$ cat src/logic/coef_shift_reg.sv
// Coefficient shift bank
// Collects a stream of words into a parallel bank. Each load moves
// the bank down one slot and writes the new word into the top slot,
// so after DEPTH loads the first word sits in slot 0
`timescale 1ns/100ps
`default_nettype none

module coef_shift_reg #(
	parameter int WIDTH = 8,
	parameter int DEPTH = 4
) (
	input  wire                          clk,
	input  wire                          load,
	input  wire  [WIDTH-1:0]             data_in,
	output logic [DEPTH-1:0][WIDTH-1:0]  bank
);

	always_ff @(posedge clk) begin
		if (load) begin
			for (int i = 0; i < DEPTH - 1; i++) begin
				bank[i] <= bank[i+1];
			end
			bank[DEPTH-1] <= data_in;
		end
	end

endmodule

`default_nettype wire

$ cat config.mk
export PLATFORM = sky130hd
export DESIGN_NAME = coef_shift_reg
export DESIGN_NICKNAME = d
export VERILOG_FILES = /design/src/logic/coef_shift_reg.sv
export SDC_FILE = /design/constraint.sdc
export NUM_CORES = 1
export LEC_CHECK = 0
export BUFFER_PORTS_ARGS = -buffer_cell sky130_fd_sc_hd__buf_4
export CORE_MARGIN = 2
export CORE_UTILIZATION = 40
export CTS_BUF_LIST = sky130_fd_sc_hd__clkbuf_4
export DETAILED_ROUTE_END_ITERATION = 16
export PLACE_DENSITY = 0.68
export SYNTH_ARGS = -nofsm -noshare
export SYNTH_HDL_FRONTEND = slang
export SYNTH_SLANG_ARGS = --single-unit
$ cat constraint.sdc
create_clock -name clk -period 1.6 [get_ports clk]
set_clock_uncertainty 0.1 [all_clocks]
set_input_delay 0.32 -clock clk [delete_from_list [all_inputs] [get_ports clk]]
set_output_delay 0.32 -clock clk [all_outputs]
set_load 0.02 [all_outputs]
# Word level (Yosys, flattened, before mapping)
# Index checks and enable logic that the tools add are counted.
# word_totals
reg_bits	32
output_inout_bits	32
inputBits	10

# Longest topological paths before layout
# logic_depth
depth_word	0
ltp_mapped	0
depth_no_buf	0

# Worst setup path before layout
# OpenSTA, ideal clock, no wires.
# synth_path
path_type	flip-flop to output port
startpoint	reg bank[10] (netlist bit)
endpoint	out bank[10] (netlist bit)
n_path_buf	0
path_stages_with_launch	1
path_slack_ns	0.721
arrival_time_ns	0.459
path_cell_list	edfxtp_1
# synth_rtl
item	line	text
start, declared	15	output logic [DEPTH-1:0][WIDTH-1:0] bank
start signal, assigned by index	21	bank[i] <= bank[i+1];
start signal, assigned by index	23	bank[DEPTH-1] <= data_in;
# No word-level cell between the ends.

# Worst setup path in the final report
# layout_path
startpoint	reg bank[23] (netlist bit)
endpoint	out bank[23] (netlist bit)
# No word-level cell between the ends.

==> metrics.txt <==
status complete, no violations; number of max-cap violations 0; initial DRC count 4; Synth Instances 32; Seq pwr share 0.623; Critical Path Sink Type primary output; logic gate share of total power 0.110; Commonest cells post-synth edfxtp_1 (32); synth unique cells 1; Multi-In Gates 0; multi-input gate area in the final layout 0 sq um; first-pass GRT wire length 1.90 mm; final period utilization 0.824; clk root buf clkbuf_4; most flop-heavy register bank; Sw Share 0.218; share of cells above drive strength 1 0.593; largest net degree at the start of global routing 33; CP Buf/Inv Count 1; CP max FO 2; # fillers 179; core footprint 2230 sq um; Starting Density 0.430; CTS buffer count 5; Crit path max-delay family flip-flops; Place WS 0.475 ns; clk sink count 32; Nets 90; register area share after synthesis 1.00; number of I/O port buffers 41; gr usage total 0.109; ys flop type edfxtp_1; most common cell in the netlist edfxtp_1; DR vias/cell 4.36; crit path cell chain buf_4; max reg flops 32; Rel. slew slack 0.744; CTS resizes 0; Worst-Margin Slew 0.385 ns; Syn Area/Cell between 30 and 40 sq um; share of the synthesized area in the top cell type 1.00; H-tree depth 2; r2r setup slk 0.83 ns; Site Rows 17; Slew Limit Fails 0; Die W 53.0 um; power density over the cells about 1200 nW/um^2; antenna diode count 0; Worst Slack Setup Final 0.282 ns; Clock power frac 0.267; hold_ws roughly 0.073 ns; launch point of the worst path bank[23]; Max Root-Sink Buffers 2; crit-path max cell delay 0.41 ns; Hold Violations, Final 0; gpl congestion a little over 0.6; clock insertion delay at the later pin of the skew report ~0.32 ns; synth warn 0; Crit path arrival time approximately 0.90 ns; crit start category flip-flop; Synth area leader edfxtp_1; Reg2Reg Launch Point bank[23]; # DRC 0; die area between 2000 and 3000 sq um; Setup Buffers After CTS 0; Levels on crit path 1; RSZ-0062 raised after global routing false; Fmax 0.759 GHz; Post-synth ARST share 0; post-route cell area 1360 sq um; Largest regs bank: 32 flops; die height roughly 53 um; Crit Path Category flip-flop to primary output; TritonCTS clock tree built; Worst Reg-to-Reg Cells 0; syn_nets 42; Mapped Area 961 sq um; Util after Layout 0.609; worst reg2reg path endpoint bank[15]; grt total ovfl 0; Req. time, crit path 1.18 ns; Synth area leaders edfxtp_1 (100%); clock slew at reported path FFs 0.09 ns; # IOs 42; number of global-route vias before repair 461; WL final around 1.3 mm; DR pass1 iterations 3; VDD IR max between 0.8 and 0.9 mV; Layout area overhead 41.5%; # setup viols final 0; post-layout min period 1.32 ns; CP Capture Point bank[23]; Hold/Removal Path Class input port to flip-flop; P_sw 353 uW; drt wl/cell 11.5 um; Critical-path top delay cell edfxtp_1; routed vias 475; Internal Power 1.27 mW; Post-synth EDFFs 32; Post-DP Area 1300 sq um; FF/Latch Area 961 sq um; Lkg Pwr 0.544 nW; hold_buf cts 0; Routed Antenna Nets 0; Setup TNS Final 0 ns; flops & latches, synth 32; antenna violations before repair 0
## final cells by class
| cell class | instances | area share |
|---|---|---|
| Tap cell | 28 | 0.0258 |
| Clock inverter | 1 | 0.00276 |
| Sequential cell | 32 | 0.707 |
| Timing Repair Buffer | 41 | 0.226 |
| Clock buffer | 7 | 0.0386 |
## cell usage in the layout (no fill, tap or decap), drive strengths merged
master / count
edfxtp: 32
clkbuf: 7
buf: 41
clkinv: 1
## cells by family after synthesis
group  Yosys count  share of synthesized area
flops           32                       1.00
## worst min path at each step
| stage | depth (start not counted) | endpoint | startpoint | slack, ns |
|---|---|---|---|---|
| floorplan | 0 | bank[24] | data_in[0] | 0.32 |
| global placement | 0 | bank[16] | bank[24] | 0.33 |
| detailed placement | 0 | bank[21] | bank[29] | 0.34 |
| CTS | 1 | bank[30] | data_in[6] | 0.06 |
| global route | 1 | bank[26] | data_in[2] | 0.04 |
| finish | 1 | bank[30] | data_in[6] | 0.07 |
## power groups by stage
stage               clock [mW]  combinational (mW)  sequential, mW
finish                   0.432               0.177            1.01
global route             0.491               0.187            1.02
CTS                      0.454               0.180            1.01
detailed placement           0               0.180            1.03
global placement             0               0.177            1.03
floorplan                    0                   0            1.10
## stage by stage
stage | power, mW | std cells
2_1_floorplan | 1.10 | 32
3_3_place_gp | 1.20 | 101
3_5_place_dp | 1.21 | 101
4_1_cts | 1.64 | 109
5_1_grt | 1.69 | 109
6_report | 1.62 | 109
## routing by layer
metal | wire length (um) | track usage
met2 | 653 | 0.177
met3 | 178 | 0.0904
met1 | 399 | 0.0875
met4 | 26 | 0.0641
met5 | 0 | 0
(Power assumes the default switching activity.)
