### src/logic/dsc_pkg.sv
// Depthwise-separable convolution engine, shared definitions
// Fixed-point widths, the ReLU6 ceiling and the scalar types
// used by the datapath, the controller and the top level
`default_nettype none

package dsc_pkg;

	// Pixel and result format
	localparam int PX_W      = 16;
	localparam int FRAC_BITS = 12;

	// Weight format, the fraction bits are the product shift
	localparam int WG_W    = 8;
	localparam int WG_FRAC = 4;

	// Upper bound on channel parallelism
	localparam int MAX_NPAR = 8;

	typedef logic signed [PX_W-1:0] px_t;
	typedef logic signed [WG_W-1:0] wg_t;
	typedef logic [$clog2(MAX_NPAR)-1:0] pos_t;
	typedef logic [7:0] cnt_t;

	// 6.0 in pixel format
	localparam px_t RELU_MAX = px_t'(6 << FRAC_BITS);

endpackage

`default_nettype wire

### src/logic/dsc_ctrl.sv
// Depthwise-separable engine sequencer
// Accepts one command, loads the depthwise kernel once, then for each
// window loads the pixels, runs the depthwise stage and walks the
// output channels: pairs, optional partial sum, compute, write.
// All readies, res_valid, done and the datapath strobes come from here
`timescale 1ns/100ps
`default_nettype none

module dsc_ctrl #(
	parameter int NK   = 3,
	parameter int NPAR = 4,
	parameter int NNP  = 4
) (
	input  wire                 clk,
	input  wire                 rst,
	input  wire                 cmd_valid,
	output logic                cmd_ready,
	input  wire                 cmd_first,
	input  wire  dsc_pkg::cnt_t cmd_nwin,
	input  wire  dsc_pkg::cnt_t cmd_nof,
	input  wire                 dw_valid,
	output logic                dw_ready,
	input  wire                 px_valid,
	output logic                px_ready,
	input  wire                 pw_valid,
	output logic                pw_ready,
	input  wire                 psum_valid,
	output logic                psum_ready,
	output logic                res_valid,
	input  wire                 res_ready,
	output logic                done,
	output logic                dw_load,
	output logic                px_load,
	output logic                pw_load,
	output logic                dw_start,
	output logic                acc_clear,
	output logic                acc_load,
	output logic                pw_start
);

	import dsc_pkg::*;

	localparam int NWORD = NPAR * NK * NK;
	localparam int WC_W  = $clog2(NWORD > NNP ? NWORD : NNP) + 1;

	typedef enum logic [2:0] {
		IDLE,
		LOAD_DW,
		LOAD_PX,
		DW_WAIT,
		LOAD_PW,
		LOAD_PSUM,
		PW_CALC,
		WRITE
	} state_t;

	state_t           state;
	logic             first_q;
	cnt_t             nwin_q;
	cnt_t             nof_q;
	cnt_t             win_cnt;
	cnt_t             of_cnt;
	logic [WC_W-1:0]  word_cnt;
	logic             cmd_hs;
	logic             res_hs;
	logic             last_word;
	logic             last_pair;
	logic             last_win;
	logic             last_of;

	// Handshake side depends on state only
	assign cmd_ready  = (state == IDLE);
	assign dw_ready   = (state == LOAD_DW);
	assign px_ready   = (state == LOAD_PX);
	assign pw_ready   = (state == LOAD_PW);
	assign psum_ready = (state == LOAD_PSUM);
	assign res_valid  = (state == WRITE);

	assign cmd_hs   = cmd_valid & cmd_ready;
	assign res_hs   = res_valid & res_ready;
	assign dw_load  = dw_valid & dw_ready;
	assign px_load  = px_valid & px_ready;
	assign pw_load  = pw_valid & pw_ready;
	assign acc_load = psum_valid & psum_ready;

	// Base stays zero for the whole command
	assign acc_clear = cmd_hs & cmd_first;

	// First wait cycle, once the last pixel is in the bank
	assign dw_start = (state == DW_WAIT) && (word_cnt == '0);
	assign pw_start = (state == PW_CALC);

	assign last_word = (word_cnt == WC_W'(NWORD - 1));
	assign last_pair = (word_cnt == WC_W'(NNP - 1));
	assign last_win  = ((win_cnt + 1'b1) == nwin_q);
	assign last_of   = ((of_cnt + 1'b1) == nof_q);

	always_ff @(posedge clk or posedge rst) begin
		if (rst) begin
			state    <= IDLE;
			first_q  <= 1'b0;
			nwin_q   <= '0;
			nof_q    <= '0;
			win_cnt  <= '0;
			of_cnt   <= '0;
			word_cnt <= '0;
			done     <= 1'b0;
		end else begin
			done <= 1'b0;
			case (state)
				IDLE: begin
					if (cmd_hs) begin
						first_q  <= cmd_first;
						nwin_q   <= cmd_nwin;
						nof_q    <= cmd_nof;
						win_cnt  <= '0;
						of_cnt   <= '0;
						word_cnt <= '0;
						state    <= LOAD_DW;
					end
				end
				LOAD_DW: begin
					if (dw_load) begin
						if (last_word) begin
							word_cnt <= '0;
							state    <= LOAD_PX;
						end else begin
							word_cnt <= word_cnt + 1'b1;
						end
					end
				end
				LOAD_PX: begin
					if (px_load) begin
						if (last_word) begin
							word_cnt <= '0;
							state    <= DW_WAIT;
						end else begin
							word_cnt <= word_cnt + 1'b1;
						end
					end
				end
				// Two cycles of depthwise pipeline latency
				DW_WAIT: begin
					if (word_cnt == WC_W'(1)) begin
						word_cnt <= '0;
						state    <= LOAD_PW;
					end else begin
						word_cnt <= word_cnt + 1'b1;
					end
				end
				LOAD_PW: begin
					if (pw_load) begin
						if (last_pair) begin
							word_cnt <= '0;
							state    <= first_q ? PW_CALC : LOAD_PSUM;
						end else begin
							word_cnt <= word_cnt + 1'b1;
						end
					end
				end
				LOAD_PSUM: begin
					if (acc_load)
						state <= PW_CALC;
				end
				PW_CALC: begin
					state <= WRITE;
				end
				WRITE: begin
					if (res_hs) begin
						if (!last_of) begin
							of_cnt <= of_cnt + 1'b1;
							state  <= LOAD_PW;
						end else begin
							of_cnt <= '0;
							if (last_win) begin
								done  <= 1'b1;
								state <= IDLE;
							end else begin
								// Kernel is kept, only pixels reload
								win_cnt <= win_cnt + 1'b1;
								state   <= LOAD_PX;
							end
						end
					end
				end
				default: state <= IDLE;
			endcase
		end
	end

endmodule

`default_nettype wire

### config.mk
export PLATFORM = sky130hd
export DESIGN_NAME = dsc_ctrl
export DESIGN_NICKNAME = d
export VERILOG_FILES = /design/src/logic/dsc_pkg.sv /design/src/logic/dsc_ctrl.sv
export SDC_FILE = /design/constraint.sdc
export NUM_CORES = 1
export LEC_CHECK = 0
export ABC_AREA = 1
export BUFFER_PORTS_ARGS = -buffer_cell sky130_fd_sc_hd__clkbuf_2
export CAP_MARGIN = 15
export CORE_MARGIN = 3
export CORE_UTILIZATION = 35
export DETAILED_ROUTE_END_ITERATION = 10
export GPL_ROUTABILITY_DRIVEN = 0
export GPL_TIMING_DRIVEN = 0
export PLACE_DENSITY = 0.52
export SETUP_SLACK_MARGIN = 0.5
export SLEW_MARGIN = 10
export SYNTH_ARGS = -nofsm -noshare
export SYNTH_HDL_FRONTEND = slang
export SYNTH_SLANG_ARGS = --single-unit
### constraint.sdc
create_clock -name clk -period 1.9 [get_ports clk]
set_clock_uncertainty 0.2 [all_clocks]
set_input_delay 0.38 -clock clk [delete_from_list [all_inputs] [get_ports clk]]
set_output_delay 0.38 -clock clk [all_outputs]
set_load 0.1 [all_outputs]
---- Word level (Yosys, flattened, before mapping) ----
Index checks and enable logic that the tools add are counted.
storage, ports and cells
  bits in registers ....................... 44
  logic and storage cells ................. 86
  input bits .............................. 25
cells by class
  add/subtract/negate cells ............... 3
  muxes and demuxes ....................... 34
  bitwise logic cells ..................... 7
  eq/ne operators ......................... 24
  reductions and logical operators ........ 10
operators by type and width
  kind                 number
  $mux 7               7
  $mux 8               6
  $pmux 7 s5           1
  $mux 3               11
  $pmux 8 s2           2
  $pmux 3 s8           1
  $ne 2x1->1 const B   11
  $add 8x1->8 const B  2
  $eq 8x8->1           2
  $eq 3x3->1 const B   4
  $reduce_and 10->1    1
  $reduce_and 5->1     2
  $add 7x1->7 const B  1
  $and 1x1->1          7
  $eq 7x1->1 const B   1
  $eq 7x2->1 const B   1
  $eq 7x6->1 const B   1
  $logic_not 7->1      1
  $eq 3x2->1 const B   2
  $reduce_bool 5->1    1
  $mux 1               4
  $mux 2               2
  $eq 3x1->1 const B   1
  $logic_not 3->1      1
  other kinds (5)      5

---- Longest topological paths before layout ----
Gate-level depths: netlist (run 1).
  depth in word-level cells ............... 6
  mapped depth ............................ 14

---- Worst setup path after synthesis (run 1) ----
OpenSTA, ideal clock, no wires.
  path kind ............................... flip-flop to output port
  start ................................... register state[1]
  end ..................................... output px_load
  data required time ...................... 1.320 ns
  path buffers ............................ 1
  arrival time ............................ 4.202 ns
  slack ................................... -2.882 ns
  stages on the path, launching flop included .. 6
  cells stage by stage .................... dfrtp_1 buf_2 inv_1 nor3_1 inv_1 nor2_1
on the way
  cells in the longest elaborated chain, start to end .. 2
ends and longest elaborated chain
  what                    line             RTL
  from (decl)             dsc_ctrl.sv:57   state_t state;
  from (signal assigned)  dsc_ctrl.sv:155  state <= first_q ? PW_CALC : LOAD_PSUM;
  $eq 3x2->1              dsc_ctrl.sv:74   assign px_ready = (state == LOAD_PX);
  via px_ready            dsc_ctrl.sv:24   output logic px_ready,
  $and 1x1->1             dsc_ctrl.sv:82   assign px_load = px_valid & px_ready;
  to (decl)               dsc_ctrl.sv:33   output logic px_load,
The timed path passes the listed nets, and every way through them passes these cells.

---- Final worst setup path (run 1) ----
  start ................................... register state[0]
  end ..................................... output px_load
on the way
  cells in the longest elaborated chain, start to end .. 2
ends and longest elaborated chain
  what         line
  $eq 3x2->1   dsc_ctrl.sv:74
  $and 1x1->1  dsc_ctrl.sv:82
Every way passes these cells.

==> results.cfg, run 1 <==
[synthesis]
mappedNetlistArea_mm2 = 0.00282
synth_cell_types = 32
synth_mux_area_share_pct = 3.19
synth-compound-area-share_pct = 7.19
yosys_register_bits = 44
ys_seq_area_share_pct = 39.0
avgSynthCellArea_um2 = 7.38
synthCells = 382
ys.warnings.count = 0
syn_nets = 412
synth_xor_xnor_area_share_pct = 1.86
synth_top_family_by_area = simple AND/OR/NAND/NOR gates
synthSimpleGateAreaFrac_pct = 37.9
synth_fa_ha_area_share_pct = 2.22

[global_route]
track_usage_pct = 17.9
grt_pass1_vias = 2811
overflow = 0
antenna_found_initial = 0
grt_pass1_wl_mm = 12.8
grt_max_degree = 45

[place]
pre_cts_slack_ns = -0.464
port_buffers = 38
dp_hpwl_mm = 5.05
place_inst = 522
place_area_mm2 = 0.00332

[sta]
fmax_ghz = 0.461
setup_viol = 33
fin_crit_ns = 2.17
fin_ws_ns = -0.270
rsz0062_at_grt = yes
tns_ns = -4.24
worst_pin_slew_ns = 0.995
relSlewSlack_pct = 33.5
holdWs_ns = 0.0788
finalHoldViolations = 0
min_period_over_period_pct = 114
slew_violations = 0

[power]
p_sw_mw = 2.94
power.total_mw = 6.29
power_density_mw_per_mm2 = 1310
p_int_mw = 3.35
p_comb_share_pct = 67.1
sw_frac_of_total_pct = 46.8
p_leak_nw = 2.22
seqPwrFrac_pct = 23.0
p_clk_share_pct = 9.9
irDropWorstVdd_mv = 0.490

[clocking]
clkTransAtPathRegs_ns = 0.09
cts_sinks = 44
cts_tree = done
cts_buffers = 5
cts_max_path_buffers = 2
ctsHoldBuffers = 0
root_buffer = clkbuf_8
htreeDepth = 2
clock_latency_ns = 0.30

[finish]
num-fill-cells = 641
syn2layout_area_growth_pct = 70.5
diodes = 0
fin_area_mm2 = 0.00481
layout-drive-gt1-share_pct = 53.1
layout.cells.most_common = nand2_1
layout_common_cells = 85 x nand2_1, 37 x inv_1, 37 x buf_4
register_area_mm2 = 0.00111
nNetsFinal = 519
fin_cells = 592
fin_util_pct = 61.9
multiInputGateArea_mm2 = 0.00212

[die]
die-area_mm2 = 0.00917
io_pins = 39
num_rows = 32
coreArea_mm2 = 0.00777
initial_utilization_pct = 36.3
die_w_um = 95.8
die_h_um = 95.8

[setup_path]
worstPathArrival_ns = 1.59
required_ns = 1.32
start_kind = flip-flop
crit_type = reg -> out
endpoint_kind = output port
critPathMaxFanout = 4
crit_path_start = state[0]
reg2reg_from = of_cnt[1]

[detailed_routing]
wirelength_mm = 8.32
ant_nets = 0
drt_iter0_drc = 124
drc = 0
vias = 2944
vias_per_cell = 4.97
wire_per_inst_um = 14.1
dr.pass1.iters = 4

[status]
violations = setup timing
outcome = complete, but fails checks

[flow_run]
max-cap-violations = 0

[worst_hold_path]
hold_path.class = in -> async
[path summary, 6_finish.rpt]
check	to	slack, ns	depth (start not counted)
hold / removal	nwin_q[7]	0.08	2
setup / recovery	px_load	-0.27	5
setup reg to reg	win_cnt[7]	-0.17	11
hold reg to reg	first_q	0.30	2
min in group clk	nof_q[1]	0.10	2
max in group asynchronous	word_cnt[3]	0.84	2
[cell usage after synthesis (all sizes together)]
master	number	area [µm²]
a21oi	18	90.1
nand4	10	62.6
ha	5	62.6
o211ai	1	7.51
mux2	8	90.1
nor3b	1	7.51
inv	57	214
xnor2	2	17.5
o21ai	8	43.8
nor3	7	40.0
nand3	41	243
nor2	42	220
dfrtp	44	1100
xor2	4	35.0
o21bai	1	11.3
o22ai	8	50.1
buf	5	27.5
nand2	114	453
nor4	1	6.26
nand3b	5	37.5
[final cells by class]
class	count	share of cell area (%)
plain buffers	5	1.54
repair buffers	99	21.6
well taps	102	2.65
clock buffers	8	1.87
inverters	57	5.05
flip-flops and latches	44	23.1
multi-input cells	277	44.2
[worst max-delay path, cell delays in order, from the launching register on]
cell	delay (ns)
dfrtp_2	0.47
buf_6	0.14
nor3_4	0.25
inv_2	0.09
nor2_4	0.12
clkbuf_16	0.20
[routing by layer]
metal	global-route usage (%)	vias to the layer above	part of all wire, %
li1	-	1458	-
met1	22.5	1397	42
met2	32.0	73	52
met3	2.35	16	4.0
met4	5.57	0	2.0
met5	0	-	0
[sequential cells by signal, indices dropped and copies added (netlist names)]
| register | count |
|---|---|
| state | 3 |
| of_cnt | 8 |
| done | 1 |
| first_q | 1 |
| nof_q | 8 |
| nwin_q | 8 |
| win_cnt | 8 |
| word_cnt | 7 |
[power groups by stage]
stage / logic [mW] / clock network (mW) / registers (mW)
CTS: 3.53 / 0.653 / 1.42
floorplan: 1.99 / 0 / 1.39
finish: 4.22 / 0.624 / 1.44
global placement: 2.34 / 0 / 1.44
detailed placement: 2.36 / 0 / 1.45
global route: 4.50 / 0.691 / 1.48
[kinds of logic after synthesis]
| group | count (synthesis) |
|---|---|
| buffers and inverters | 62 |
| XOR/XNOR | 6 |
| flip-flops | 44 |
| AND/OR/NAND/NOR | 221 |
| AO/OA/AOI/OAI | 36 |
| multiplexers | 8 |
| adder cells (fa/ha/maj) | 5 |
[repair_timing]
item | 4_1_cts | 5_1_grt
resized for setup | 115 | 88
gates cloned | 1 | 0
endpoints found under the setup margin | 58 | 58
setup buffers | 41 | 20
pin swaps | 36 | 45
Power figures use the tool's default switching activity.
==> run 2: changes to the inputs <==
Settings changed: CORE_ASPECT_RATIO set to 1.5.
==> run 2 against run 1 <==
Critical path depth up 2. Setup slack got worse by 0.0099 ns. Core utilization grew 1.9 points. Die area grew 0.24%. Maximum frequency is 0.45% lower. Clock power grew 67%. First-iteration DRC count decreased by 19%. The run still ends with setup timing left. Largest cell class unchanged. Global-route usage is 1.2 points higher.
==> results.cfg, run 2 (synthesis results as in run 1) <==
[global_route]
overflow = 0
grt_pass1_wl_mm = 13.7
grt_pass1_vias = 2863
grt_max_degree = 45
antenna_found_initial = 0
track_usage_pct = 19.2

[status]
violations = setup timing
outcome = complete, but fails checks

[finish]
num-fill-cells = 629
diodes = 0
syn2layout_area_growth_pct = 74.3
layout.cells.most_common = nand2_1
nNetsFinal = 522
layout-drive-gt1-share_pct = 54.8
register_area_mm2 = 0.00111
layout_common_cells = 80 x nand2_1, 38 x inv_1, 38 x buf_4
fin_area_mm2 = 0.00492
fin_util_pct = 63.8
multiInputGateArea_mm2 = 0.00211

[detailed_routing]
dr.pass1.iters = 5
ant_nets = 0
drc = 0
wire_per_inst_um = 14.7
wirelength_mm = 8.76
vias_per_cell = 4.96
drt_iter0_drc = 100
vias = 2950

[setup_path]
start_kind = flip-flop
endpoint_kind = output port
reg2reg_depth = 11
critPathMaxStageDelay_ns = 0.47
crit_slowest_cell = dfrtp_2
crit_type = reg -> out
worstPathArrival_ns = 1.60
path_cells = nor2_4 > nand2_2 > clkinvlp_4 > nand2_8 > buf_12 > nor2_4 > clkbuf_16
required_ns = 1.32
critPathMaxFanout = 4
cpMostUsedCell = nor2_4

[sta]
fin_ws_ns = -0.280
rsz0062_at_grt = yes
slew_violations = 0
fin_crit_ns = 2.18
min_period_over_period_pct = 115
finalHoldViolations = 0
fmax_ghz = 0.459
worst_pin_slew_ns = 0.981
setup_viol = 51
relSlewSlack_pct = 34.6

[clocking]
root_buffer = clkbuf_16
htreeDepth = 2
cts_buffers = 5
cts_sinks = 44
cts_max_path_buffers = 2
clock_latency_ns = 0.29
ctsHoldBuffers = 0
clkTransAtPathRegs_ns = 0.07
cts_tree = done

[die]
coreArea_mm2 = 0.00771
die_h_um = 116
die-area_mm2 = 0.00919
initial_utilization_pct = 36.6
num_rows = 39
die_w_um = 79.3
io_pins = 39

[power]
irDropWorstVdd_mv = 0.897
p_leak_nw = 2.31
power_density_mw_per_mm2 = 1330

[worst_hold_path]
hold_path.class = in -> async

[place]
place_area_mm2 = 0.00332
port_buffers = 38
dp_hpwl_mm = 5.17

[flow_run]
max-cap-violations = 0
run 2: repair_timing:
| item | CTS | global route |
|---|---|---|
| gates resized for setup | 131 | 77 |
| setup endpoints to repair | 58 | 58 |
| setup buffers | 45 | 20 |
| endpoints found under the hold margin | 0 | 0 |
| pin swaps | 35 | 47 |
run 2: metal layers:
layer	up-vias	global-route usage, %	wire length [µm]
met5	-	0	0
met4	0	6.65	207
met3	20	2.80	315
met2	78	36.6	4760
met1	1397	21.3	3480
li1	1455	-	-
run 2: critical path, delay by kind of cell (launching register included):
family                 cells  cell delay [ns]
and+or+nand+nor            4             0.39
buffers and inverters      3             0.44
DFF                        1             0.47
run 2: metrics by stage:
stage          cells  total power, mW  setup TNS, ns  hold slack [ns]  setup WS, ns
2_1_floorplan    382             3.37         -14.11            0.184        -0.697
6_report         595             6.55          -4.23           0.0772        -0.280
3_3_place_gp     522             3.80          -4.27            0.274        -0.447
3_5_place_dp     522             3.82          -4.58            0.276        -0.461
4_1_cts          575             6.06          -3.59            0.113        -0.242
5_1_grt          595             6.90          -8.48            0.128        -0.356
run 2: cell type report:
cell class	count	area share, %
Inverter	57	4.84
Multi-Input combinational cell	276	42.9
Clock buffer	6	2.83
Buffer	5	1.50
Clock inverter	2	0.789
Tap cell	102	2.60
Timing Repair Buffer	103	22.0
Sequential cell	44	22.6
run 2: path summary, 6_finish.rpt:
check / from / end / slack, ns
max in group asynchronous: rst / win_cnt[5] / 0.82
worst min register to register: first_q / first_q / 0.31
worst min-delay path: rst / nof_q[6] / 0.08
worst max-delay path: state[0] / acc_clear / -0.28
min in group clk: cmd_nof[2] / nof_q[2] / 0.12
worst max register to register: of_cnt[0] / state[2] / -0.22
run 2: power by group:
part | total (mW) | internal (mW) | switching (mW)
registers | 1.43 | 1.20 | 0.231
logic | 4.08 | 1.75 | 2.33
clock network | 1.04 | 0.659 | 0.379
