File: src/logic/dsc_pkg.sv
// Depthwise-separable convolution engine, shared definitions
// Fixed-point widths, the ReLU6 ceiling and the scalar types
// used by the datapath, the controller and the top level
`default_nettype none

package dsc_pkg;

	// Pixel and result format
	localparam int PX_W      = 16;
	localparam int FRAC_BITS = 12;

	// Weight format, the fraction bits are the product shift
	localparam int WG_W    = 8;
	localparam int WG_FRAC = 4;

	// Upper bound on channel parallelism
	localparam int MAX_NPAR = 8;

	typedef logic signed [PX_W-1:0] px_t;
	typedef logic signed [WG_W-1:0] wg_t;
	typedef logic [$clog2(MAX_NPAR)-1:0] pos_t;
	typedef logic [7:0] cnt_t;

	// 6.0 in pixel format
	localparam px_t RELU_MAX = px_t'(6 << FRAC_BITS);

endpackage

`default_nettype wire

File: src/logic/pw_conv.sv
// Sparse pointwise convolution
// Each of the NNP pairs picks one activation by position and scales
// it by its weight. The truncated products are added to a base value,
// which is zero or the incoming partial sum, and the total is registered
`timescale 1ns/100ps
`default_nettype none

module pw_conv #(
	parameter int NPAR = 4,
	parameter int NNP  = 4
) (
	input  wire                                                  clk,
	input  wire                                                  rst,
	input  wire  dsc_pkg::px_t [NPAR-1:0]                        act,
	input  wire  [NNP-1:0][$bits(dsc_pkg::pos_t)+dsc_pkg::WG_W-1:0] pw_bank,
	input  wire  dsc_pkg::px_t                                   psum_data,
	input  wire                                                  acc_clear,
	input  wire                                                  acc_load,
	input  wire                                                  start,
	output dsc_pkg::px_t                                         res_data
);

	import dsc_pkg::*;

	localparam int POS_W = $bits(pos_t);

	px_t base_q;
	px_t total;

	// Zero for a first input-channel group, else the partial sum
	always_ff @(posedge clk or posedge rst) begin
		if (rst) begin
			base_q <= '0;
		end else if (acc_clear) begin
			base_q <= '0;
		end else if (acc_load) begin
			base_q <= psum_data;
		end
	end

	// Pair layout is position above weight
	always_comb begin : pw_sum
		pos_t                        pos;
		wg_t                         wgt;
		px_t                         sel;
		logic signed [PX_W+WG_W-1:0] full;

		total = base_q;
		for (int n = 0; n < NNP; n++) begin
			pos = pw_bank[n][WG_W +: POS_W];
			wgt = pw_bank[n][WG_W-1:0];
			// Positions beyond NPAR select nothing
			sel = (pos < NPAR) ? act[pos] : '0;
			full = sel * wgt;
			total = total + full[WG_FRAC +: PX_W];
		end
	end

	always_ff @(posedge clk) begin
		if (start) begin
			res_data <= total;
		end
	end

endmodule

`default_nettype wire

File: config.mk
export PLATFORM = sky130hd
export DESIGN_NAME = pw_conv
export DESIGN_NICKNAME = d
export VERILOG_FILES = /design/src/logic/dsc_pkg.sv /design/src/logic/pw_conv.sv
export SDC_FILE = /design/constraint.sdc
export NUM_CORES = 1
export LEC_CHECK = 0
export BUFFER_PORTS_ARGS = -buffer_cell sky130_fd_sc_hd__buf_2
export CAP_MARGIN = 10
export CORE_ASPECT_RATIO = 1.5
export CORE_MARGIN = 8
export CORE_UTILIZATION = 40
export DETAILED_ROUTE_END_ITERATION = 8
export GPL_ROUTABILITY_DRIVEN = 0
export PLACE_DENSITY_LB_ADDON = 0.12
export SLEW_MARGIN = 20
export SYNTH_ARGS = -nofsm -noshare
export SYNTH_HDL_FRONTEND = slang
export SYNTH_SLANG_ARGS = --single-unit
File: constraint.sdc
create_clock -name clk -period 4.4 [get_ports clk]
set_input_delay 1.1 -clock clk [delete_from_list [all_inputs] [get_ports clk]]
set_output_delay 1.1 -clock clk [all_outputs]
set_load 0.02 [all_outputs]
# --- Yosys cells after proc, flatten, opt, wreduce, memory -nomap -nowiden ---
# Index checks and enable logic that the tools add are counted.
classes:
  multipliers: 4
  muxes: 14
  addsub: 4
  reduce_logical: 1
  n_lt_le_gt_ge: 8
ops:
  columns: ["op", "n"]
  rows:
  - ["$mux 16", 10]
  - ["$bmux 16 s2", 4]
  - ["$mul 16x8->20", 4]
  - ["$add 16x16->16", 4]
  - ["$lt 3x3->1 const B", 8]
  - ["$reduce_bool 2->1", 1]
totals:
  output_inout_bits: 16
  reg_bits: 32
  inputBits: 129
  elab_cells: 33

# --- Longest topological paths before layout ---
# Gate-level depths: netlist of run 1.
depth:
  ltp_word: 8
  ltp_mapped: 40

# --- Least setup slack after synthesis of run 1 ---
# Ideal clock, no wire load.
synth_timing:
  path_type: "input -> register"
  startpoint: "in pw_bank[8] (netlist name)"
  endpoint: "reg res_data[15], data pin"
  slack_ns: -6.346
  path_stages: 37
  arrival_ns: 10.478
  n_path_buf: 2
  cell_sequence: "buf_6 -> buf_1 -> mux4_2 -> nor2b_1 -> and2_1 -> fa_1 -> inv_1 -> fa_1 -> inv_1 -> fa_1 -> inv_1 -> fa_1 -> inv_1 -> ha_1 -> a21oi_1 -> o21bai_1 -> a21oi_1 -> o21bai_1 -> a21oi_1 -> o21ai_0 -> a2111oi_0 -> nor2_1 -> a311oi_1 -> fa_1 -> fa_1 -> inv_1 -> fa_1 -> xnor2_1 -> xnor2_1 -> xnor2_1 -> xnor2_1 -> xnor2_1 -> xnor3_1 -> xnor2_1 -> xnor2_1 -> xnor3_1 -> xnor3_1"
synth_between:
  elab_chain_len: 8
  word_cells_on_any_way: 9
  cone_classes: "add/sub (4); mul (1); order compare (1); mux (3)"
synth_lines:
  columns: ["element", "line", "text"]
  rows:
  - ["start: declaration", "pw_conv.sv:15", "input wire [NNP-1:0][$bits(dsc_pkg::pos_t)+dsc_pkg::WG_W-1:0] pw_bank,"]
  - ["$bmux 16 s2", "pw_conv.sv:53", "sel = (pos < NPAR) ? act[pos] : '0;"]
  - ["$mux 16 (implied by the code)", "pw_conv.sv:53", null]
  - ["$mux 16 *", "pw_conv.sv:53", null]
  - ["$mul 16x8->20 *", "pw_conv.sv:54", "full = sel * wgt;"]
  - ["$add 16x16->16 * (4 in series)", "pw_conv.sv:55", "total = total + full[WG_FRAC +: PX_W];"]
  - ["net total[15]", "pw_conv.sv:28", "px_t total;"]
  - ["end signal: assignment", "pw_conv.sv:61", "res_data <= total;"]
  - ["end: declaration", "pw_conv.sv:20", "output dsc_pkg::px_t res_data"]
# Mark *: on every way through the listed nets, which the timed path passes. The rest lies on a longest branch. The select of a mux whose other input is x is not followed.
# A chain may end at the register's enable or synchronous reset.

# --- Worst setup path after layout of run 1 ---
# Ends and elaborated chain as after synthesis.

==> results.cfg, run 1 <==
[cts]
root_buffer = clkbuf_16
cts_buffer_depth = 2
insertion_delay_ns = 0.29
cts_inserted_buffers = 5
cts_htree_levels = 2
clk_pin_slew_ns = 0.07
clock_sinks = 32
cts_tree = yes

[placement]
numPortBuffers = 144
placed_area_sq_mm = 0.02468
hpwl_mm = 56.32

[flow_run]
cap_violations = 0

[die]
num_rows = 100
die_w_um = 198.5
core_sq_mm = 0.04955
die_y_um = 289.7
io_pins = 145
die_area_sq_mm = 0.05751
initial_utilization = 0.4033

[routing]
drc = 0
vias_per_cell = 5.007
num_vias = 16469
drtIter0Drc = 720
ant_nets = 0
drt_wl_total_mm = 63.33
drt-pass1-iter-count = 5
wl_per_cell_um = 19.26

[critical_path]
crit_path_end_kind = flip-flop
critical-path-max-stage-delay_ns = 0.53
path_class = in -> reg
rrSetupSlack_ns = -0.32
arrival_ns = 9.27
crit_path_top_delay_cell = fa_1
crit_end = res_data[15]
path_max_fanout = 5
rr_worst_depth = 18
startpoint = pw_bank[8]
r2r-start = base_q[1]
crit_required_ns = 4.44
start_kind = input port
r2r-end = res_data[15]

[sta]
period_needed_ns = 9.226
setup_slack_ns = -4.826
post-route-period-util = 2.097
tightest_slew_ns = 0.7885
fin_skew_ns = 0.01511
finalSetupViolCount = 16
finalHoldViolCount = 0
drv_slew = 0
maxSlewHeadroom = 0.4737
fmax_mhz = 108.4
rsz0062_at_grt = true

[global_routing]
grt_pass1_vias = 18258
grt-busiest-layer = met2
grt_use_met3 = 0.02677
antenna_found_initial = 2
grt_pass1_wl_mm = 99.26
grt_util_met1 = 0.2751
track_usage = 0.2248
grt_start_max_net_pins = 49
use_met2 = 0.4097
grt_overflow = 0

[synthesis]
postSynth.asyncResetShare = 0.5000
yosysMostFrequentCell = inv_1
synth_fp_nets = 2799
yosys_warnings = 0
synth_top_flop_cell = edfxtp_1
synth_seq_cells = 32
synth_edf_count = 16
netlist.area_leader.share = 0.3807
syn-cell-area_sq_mm = 0.01998
synth_commonest_cells = 475 x inv_1, 380 x fa_1, 179 x and2_1, 172 x ha_1, 169 x and3_1
synth_cell_types = 61
synthCells = 2118
ys_seq_area_frac = 0.04409
syn_area_per_cell_sq_um = 9.434
synth.largest_area_cell = fa_1
synth.top_cells.by_area = fa_1 38%, ha_1 11%, inv_1 8.9%, mux4_2 6.8%, and2_1 5.6%

[cells_and_area]
fin_nets = 3305
syn_to_final_growth_pct = 27.88
stdcell_area_sq_mm = 0.02555
drive_gt1_frac = 0.3025

[min_path]
hold_path.class = reg -> reg
holdPathStages = 2

[outcome]
status = finished with violations
violations = negative setup slack
[state kept, by name, summed over array words and instances (netlist names)]
name / cells
base_q: 16
res_data: 16
[critical path: cells and delay by family]
family,cells,cell delay [ns]
simple gates,3,0.41
compound gates,8,1.43
xor+xnor,10,1.82
buf+inv,7,0.46
fa+ha+maj,8,3.54
mux,1,0.49
[metal layers]
layer / wire length [um] / part of all wire
met5: 0 / 0
met1: 25540 / 0.40
met3: 3148 / 0.050
met2: 32630 / 0.52
met4: 2018 / 0.032
[final cells by class]
class	instances	area [sq um]
antenna	1	2.502
clock buffer	5	125.1
clock inverter	3	18.77
fill	4775	24000
inverter	476	1789
multi-input combinational	1537	17800
sequential	32	880.8
tap	663	829.5
timing repair buffer	572	4108
[cells by family after synthesis]
family / count (synthesis) / synth area share
adders and majority gates: 552 / 0.4884
AOI/OAI and AO/OA: 144 / 0.04747
buffers and inverters: 549 / 0.1048
xor gates and xnor gates: 110 / 0.05279
DFF: 32 / 0.04409
muxes: 83 / 0.08166
and+or+nand+nor: 648 / 0.1808
[cells in the final DEF, fill, tap and decap left out, drive strengths merged, types with 2 or more instances in the layout]
cell     netlist  layout
a21oi         44      44
o211ai         5       5
o2111a         2       2
a31oi          4       4
ha           172     172
a21boi         5       5
a2111oi        4       4
clkbuf        62       6
nor3          12      12
a211oi         5       5
xnor3          5       5
dfrtp         16      16
a21o          23      23
o21ai         21      21
nor2b         41      41
buf           11     571
xor2          21      21
xnor2         83      83
inv          475     474
or2            4       4
nand3          9       9
edfxtp        16      16
o31ai          2       2
mux4          63      63
a211o          5       5
nor2          59      59
nand2b        47      47
o21bai        11      11
fa           380     380
clkinv         1       5
o21a           2       2
and3         169     169
nand2        119     119
or3            3       3
a311oi         2       2
and2b          2       2
and2         180     180
mux2i         19      19
[worst min path at each step]
stage	startpoint	to
5_1_grt	base_q[0]	base_q[0]
3_3_place_gp	base_q[14]	base_q[14]
2_1_floorplan	base_q[0]	base_q[0]
3_5_place_dp	base_q[14]	base_q[14]
4_1_cts	base_q[14]	base_q[14]
6_report	base_q[0]	base_q[0]
[through the flow]
stage          instances  hold WS (ns)  worst slack [ns]    util  TNS [ns]
2_1_floorplan       2118        0.4863            -4.844       -    -48.92
3_3_place_gp        3267        0.5116            -5.200  0.4980    -58.68
3_5_place_dp        3267        0.5202            -5.438  0.4980    -59.79
4_1_cts             3286        0.5343            -4.845  0.5073    -54.01
5_1_grt             3288        0.5884            -5.203  0.5156    -56.15
6_report            3289        0.5371            -4.826  0.5157    -52.72
[repair_timing]
item / CTS / global route
resized for setup: 57 / 93
gates cloned: 1 / 0
buffers inserted: 17 / 13
setup endpoints to repair: 16 / 16
hold buffers: 0 / 0
pin swaps: 28 / 75
Power of run 1 is not shown: default switching activity piles up to over one toggle a cycle in this logic, so the estimate is an artifact.
==> run 2: changes to the inputs <==
CELL_PAD_IN_SITES_DETAIL_PLACEMENT = 1   (was default)
CELL_PAD_IN_SITES_GLOBAL_PLACEMENT = 1   (was default)
==> run 2 against run 1 <==
Against the previous run: the run still ends with negative setup slack left; largest cell class unchanged; sequential share of layout area about the same; utilization up 0.27 points; die area unchanged; wire length up 12%; non-clock buffer count up 9; critical path type unchanged; global-route usage up 2.8 points; sequential cell count unchanged; hold slack better by 0.0062 ns; via count up 3.1%; cell count up 0.40%; first-iteration DRC count down 33%; count of clock-buffer cells in the layout up 2.
==> results.cfg, run 2 (same netlist as run 1, synthesis figures left out) <==
[outcome]
status = finished with violations
violations = negative setup slack

[sta]
fmax_mhz = 106.4
setup_slack_ns = -4.999
drv_slew = 0
finalSetupViolCount = 16
fin_skew_ns = 0.007513
rsz0062_at_grt = true
post-route-period-util = 2.136
tightest_slew_ns = 0.7035
finalHoldViolCount = 0
maxSlewHeadroom = 0.5300
period_needed_ns = 9.399

[critical_path]
cp_num_buf_inv = 7
r2r-start = base_q[1]
crit_path_top_delay_cell = mux4_2
startpoint = pw_bank[8]
critical-path-max-stage-delay_ns = 0.59
arrival_ns = 9.42
path_max_fanout = 5
crit_required_ns = 4.42
rr_worst_depth = 18
start_kind = input port
r2r-end = res_data[15]
rrSetupSlack_ns = -0.27
crit_family = adder cells
cpMostUsedCell = fa_1
crit_end = res_data[15]
cp.depth = 37
crit_path_end_kind = flip-flop
path_class = in -> reg

[cells_and_area]
utilization = 0.5183
largestRegisters = base_q (16), res_data (16)
final_cell_mix = 452 x inv_1, 408 x buf_4, 374 x fa_1, 176 x and2_1, 164 x and3_1
fin_nets = 3314
syn_to_final_growth_pct = 28.54
drive_gt1_frac = 0.2992
layout_commonest_cell = inv_1
stdcell_area_sq_mm = 0.02568
instances_no_fill = 3302

[global_routing]
grt_overflow = 0
grt_pass1_vias = 20062
grt_pass1_wl_mm = 110.2
grt_start_max_net_pins = 39
antenna_found_initial = 8
track_usage = 0.2530

[routing]
wl_per_cell_um = 21.44
num_vias = 16982
drtIter0Drc = 480
drt-pass1-iter-count = 4
drc = 0
drt_wl_total_mm = 70.80
ant_nets = 0
vias_per_cell = 5.143

[cts]
root_buffer = clkbuf_16
cts_tree = yes
cts_hold_buffers = 0
cts_buffer_depth = 2
insertion_delay_ns = 0.28
cts_htree_levels = 2
cts_inserted_buffers = 5
clk_pin_slew_ns = 0.06
clock_sinks = 32

[die]
io_pins = 145
die_w_um = 198.5
core_sq_mm = 0.04955
die_y_um = 289.7
initial_utilization = 0.4033
num_rows = 100
die_area_sq_mm = 0.05751

[placement]
dpl_worst_slack_ns = -5.329
hpwl_mm = 63.27
dpl.cell_count = 3271
numPortBuffers = 144
placed_area_sq_mm = 0.02479

[flow_run]
cap_violations = 0

[min_path]
hold_path.class = reg -> reg
-- run 2: area by class of cell --
type / count / area (sq um)
timing repair buffer: 581 / 4270
tap: 663 / 829.5
clock buffer: 7 / 142.6
clock inverter: 1 / 3.754
fill: 5766 / 23870
sequential: 32 / 880.8
multi-input combinational: 1537 / 17760
inverter: 476 / 1787
antenna: 5 / 12.51
-- run 2: per-stage QoR --
step	TNS, ns	hold WS, ns
after floorplan	-48.92	0.4863
after global placement	-59.37	0.5059
after detailed placement	-60.38	0.5377
after CTS	-56.21	0.5504
after global routing	-59.74	0.5792
final	-56.61	0.5433
-- run 2: how the worst min path moves through the flow --
stage / startpoint / endpoint / slack (ns) / cells past startpoint
after floorplan: base_q[0] / base_q[0] / 0.49 / 2
after global placement: base_q[14] / base_q[14] / 0.51 / 2
after detailed placement: base_q[0] / base_q[0] / 0.54 / 2
after CTS: base_q[0] / base_q[0] / 0.55 / 2
after global routing: base_q[0] / base_q[0] / 0.58 / 2
final: base_q[0] / base_q[0] / 0.54 / 2
-- run 2: worst min-delay path: stages (launching register included) --
cell and delay (ns):
dfrtp_1 0.35, mux2i_1 0.07, nor2_1 0.08
-- run 2: repair_timing --
item                                    in CTS  in global routing
resized for setup                           78                 58
gates cloned                                 2                  0
endpoints found under the hold margin        0                  0
endpoints found under the setup margin      16                 16
buffers inserted                            11                 13
pin swaps                                   55                 70
-- run 2: metal layers --
| layer | global-route usage | routed length (um) | up-vias |
|---|---|---|---|
| met1 | 0.2473 | 23870 | 8777 |
| li1 | - | - | 7671 |
| met2 | 0.5043 | 39720 | 346 |
| met5 | 0 | 22 | - |
| met4 | 0.1486 | 5198 | 4 |
| met3 | 0.02329 | 1990 | 184 |
Power of run 2 is left out for the same reason.
==> run 3: changes to the inputs <==
BUFFER_PORTS_ARGS = -buffer_cell sky130_fd_sc_hd__buf_4   (was -buffer_cell sky130_fd_sc_hd__buf_2)
PLACE_DENSITY_LB_ADDON = 0.1   (was 0.12)
==> run 3 against run 2 <==
Against the previous run: the run still ends with negative setup slack left; clock skew up 0.0013 ns; critical path depth shrank 1; global-route usage grew 0.47 points; cell count barely moved; non-clock buffer count increased by 5; sequential share of layout area down 0.090 points; count of clock-buffer cells in the layout up 1; utilization grew 1.4 points; via count grew 0.45%; cell area grew 2.7%; critical path type unchanged; critical endpoint unchanged; highest routed layer is now met4.
==> results.cfg, run 3 (same netlist as run 1, synthesis figures left out) <==
[routing]
routed.top_layer = met4
routed-wl-met3_mm = 1.869
drt_wl_total_mm = 72.64
ant_nets = 0
num_vias = 17058
drc = 0
vias_per_cell = 5.164
wl_met2_mm = 40.76
wl_per_cell_um = 21.99
drtIter0Drc = 555
wl_met1_mm = 24.13
drt-pass1-iter-count = 5

[cts]
cts_hold_buffers = 0
cts_inserted_buffers = 5
cts_tree = yes
cts_buffer_depth = 2
clock_sinks = 32
cts_htree_levels = 2
clk_pin_slew_ns = 0.05
insertion_delay_ns = 0.27
root_buffer = clkbuf_16

[cells_and_area]
nFillCells = 5696
multiInputGateArea_sq_mm = 0.01809
drive_gt1_frac = 0.3259
fin_nets = 3319
final_cell_mix = 547 x buf_4, 438 x inv_1, 373 x fa_1, 167 x and2_1, 151 x and3_1
largestRegisters = base_q (16), res_data (16)
seq_area_sq_um = 880.8
layout_commonest_cell = buf_4
syn_to_final_growth_pct = 32.01

[sta]
period_needed_ns = 9.364
finalHoldViolCount = 0
fin_skew_ns = 0.008798
post-route-period-util = 2.128
fmax_mhz = 106.8
maxSlewHeadroom = 0.5459
rsz0062_at_grt = true
tightest_slew_ns = 0.6804
setup_slack_ns = -4.964
drv_slew = 0
finalSetupViolCount = 16

[critical_path]
critical-path-max-stage-delay_ns = 0.57
path_class = in -> reg
start_kind = input port
arrival_ns = 9.38
crit_required_ns = 4.42
crit_path_top_delay_cell = fa_1
path_max_fanout = 5
crit_path_end_kind = flip-flop
rr_worst_depth = 18

[min_path]
hold_path.class = reg -> reg
holdPathStages = 2

[die]
die_w_um = 198.5
initial_utilization = 0.4033
num_rows = 100
core_sq_mm = 0.04955
die_y_um = 289.7
die_area_sq_mm = 0.05751
io_pins = 145

[global_routing]
grt_pass1_vias = 20274
track_usage = 0.2577
grt_start_max_net_pins = 45
grt_pass1_wl_mm = 112.0
antenna_found_initial = 1
grt_overflow = 0

[flow_run]
cap_violations = 0

[placement]
dpl_worst_slack_ns = -5.324
hpwl_mm = 63.83
numPortBuffers = 144

[outcome]
violations = negative setup slack
status = finished with violations
## run 3: cell types whose count changed in the layout (fill, tap and decap cells not counted), sizes merged
| cell | change |
|---|---|
| clkbuf | +1 |
| buf | +4 |
| bufbuf | +1 |
| clkinv | -1 |
| diode | -4 |
## run 3: final timing paths
path,slack (ns),startpoint,endpoint
setup reg to reg,-0.37,base_q[1],res_data[15]
hold reg to reg,0.54,base_q[0],base_q[0]
hold / removal,0.54,base_q[0],base_q[0]
min in group asynchronous,0.93,rst,base_q[9]
max in group asynchronous,3.03,rst,base_q[5]
setup / recovery,-4.96,pw_bank[8],res_data[15]
## run 3: cell type report
cell class,instances,share of cell area
inverters,476,0.06793
repair buffers,586,0.1759
flip-flops and latches,32,0.03340
well taps,663,0.03145
clock buffers,8,0.005171
multi-input cells,1537,0.6861
diodes,1,0.00009488
## run 3: through the flow
stage	instances	utilization	hold slack, ns	setup TNS, ns	area [sq um]
after global routing	3302	0.5323	0.5490	-55.67	26370
after CTS	3300	0.5225	0.5304	-54.86	25890
final	3303	0.5323	0.5356	-52.14	26380
after floorplan	2118	-	0.4863	-48.92	20330
after global placement	3270	0.5058	0.5096	-58.85	25060
after detailed placement	3270	0.5058	0.5162	-60.22	25060
## run 3: per-layer routing
metal,vias up,GRT usage
li1,7671,-
met1,8867,0.2448
met2,329,0.5136
met3,191,0.02572
met4,0,0.1662
met5,-,0
## run 3: worst max-delay path, delay by kind of cell
kind,cells,cell delay [ns]
compound gates,9,1.50
fa+ha+maj,8,3.69
xor+xnor,10,1.93
buf+inv,6,0.37
simple gates,2,0.28
mux,1,0.49
## run 3: timing repair
action	CTS	global route
pin swaps	66	84
buffers inserted	24	15
gates resized for setup	127	108
gates cloned	2	0
endpoints found under the setup margin	16	16
Power of run 3 is left out for the same reason.
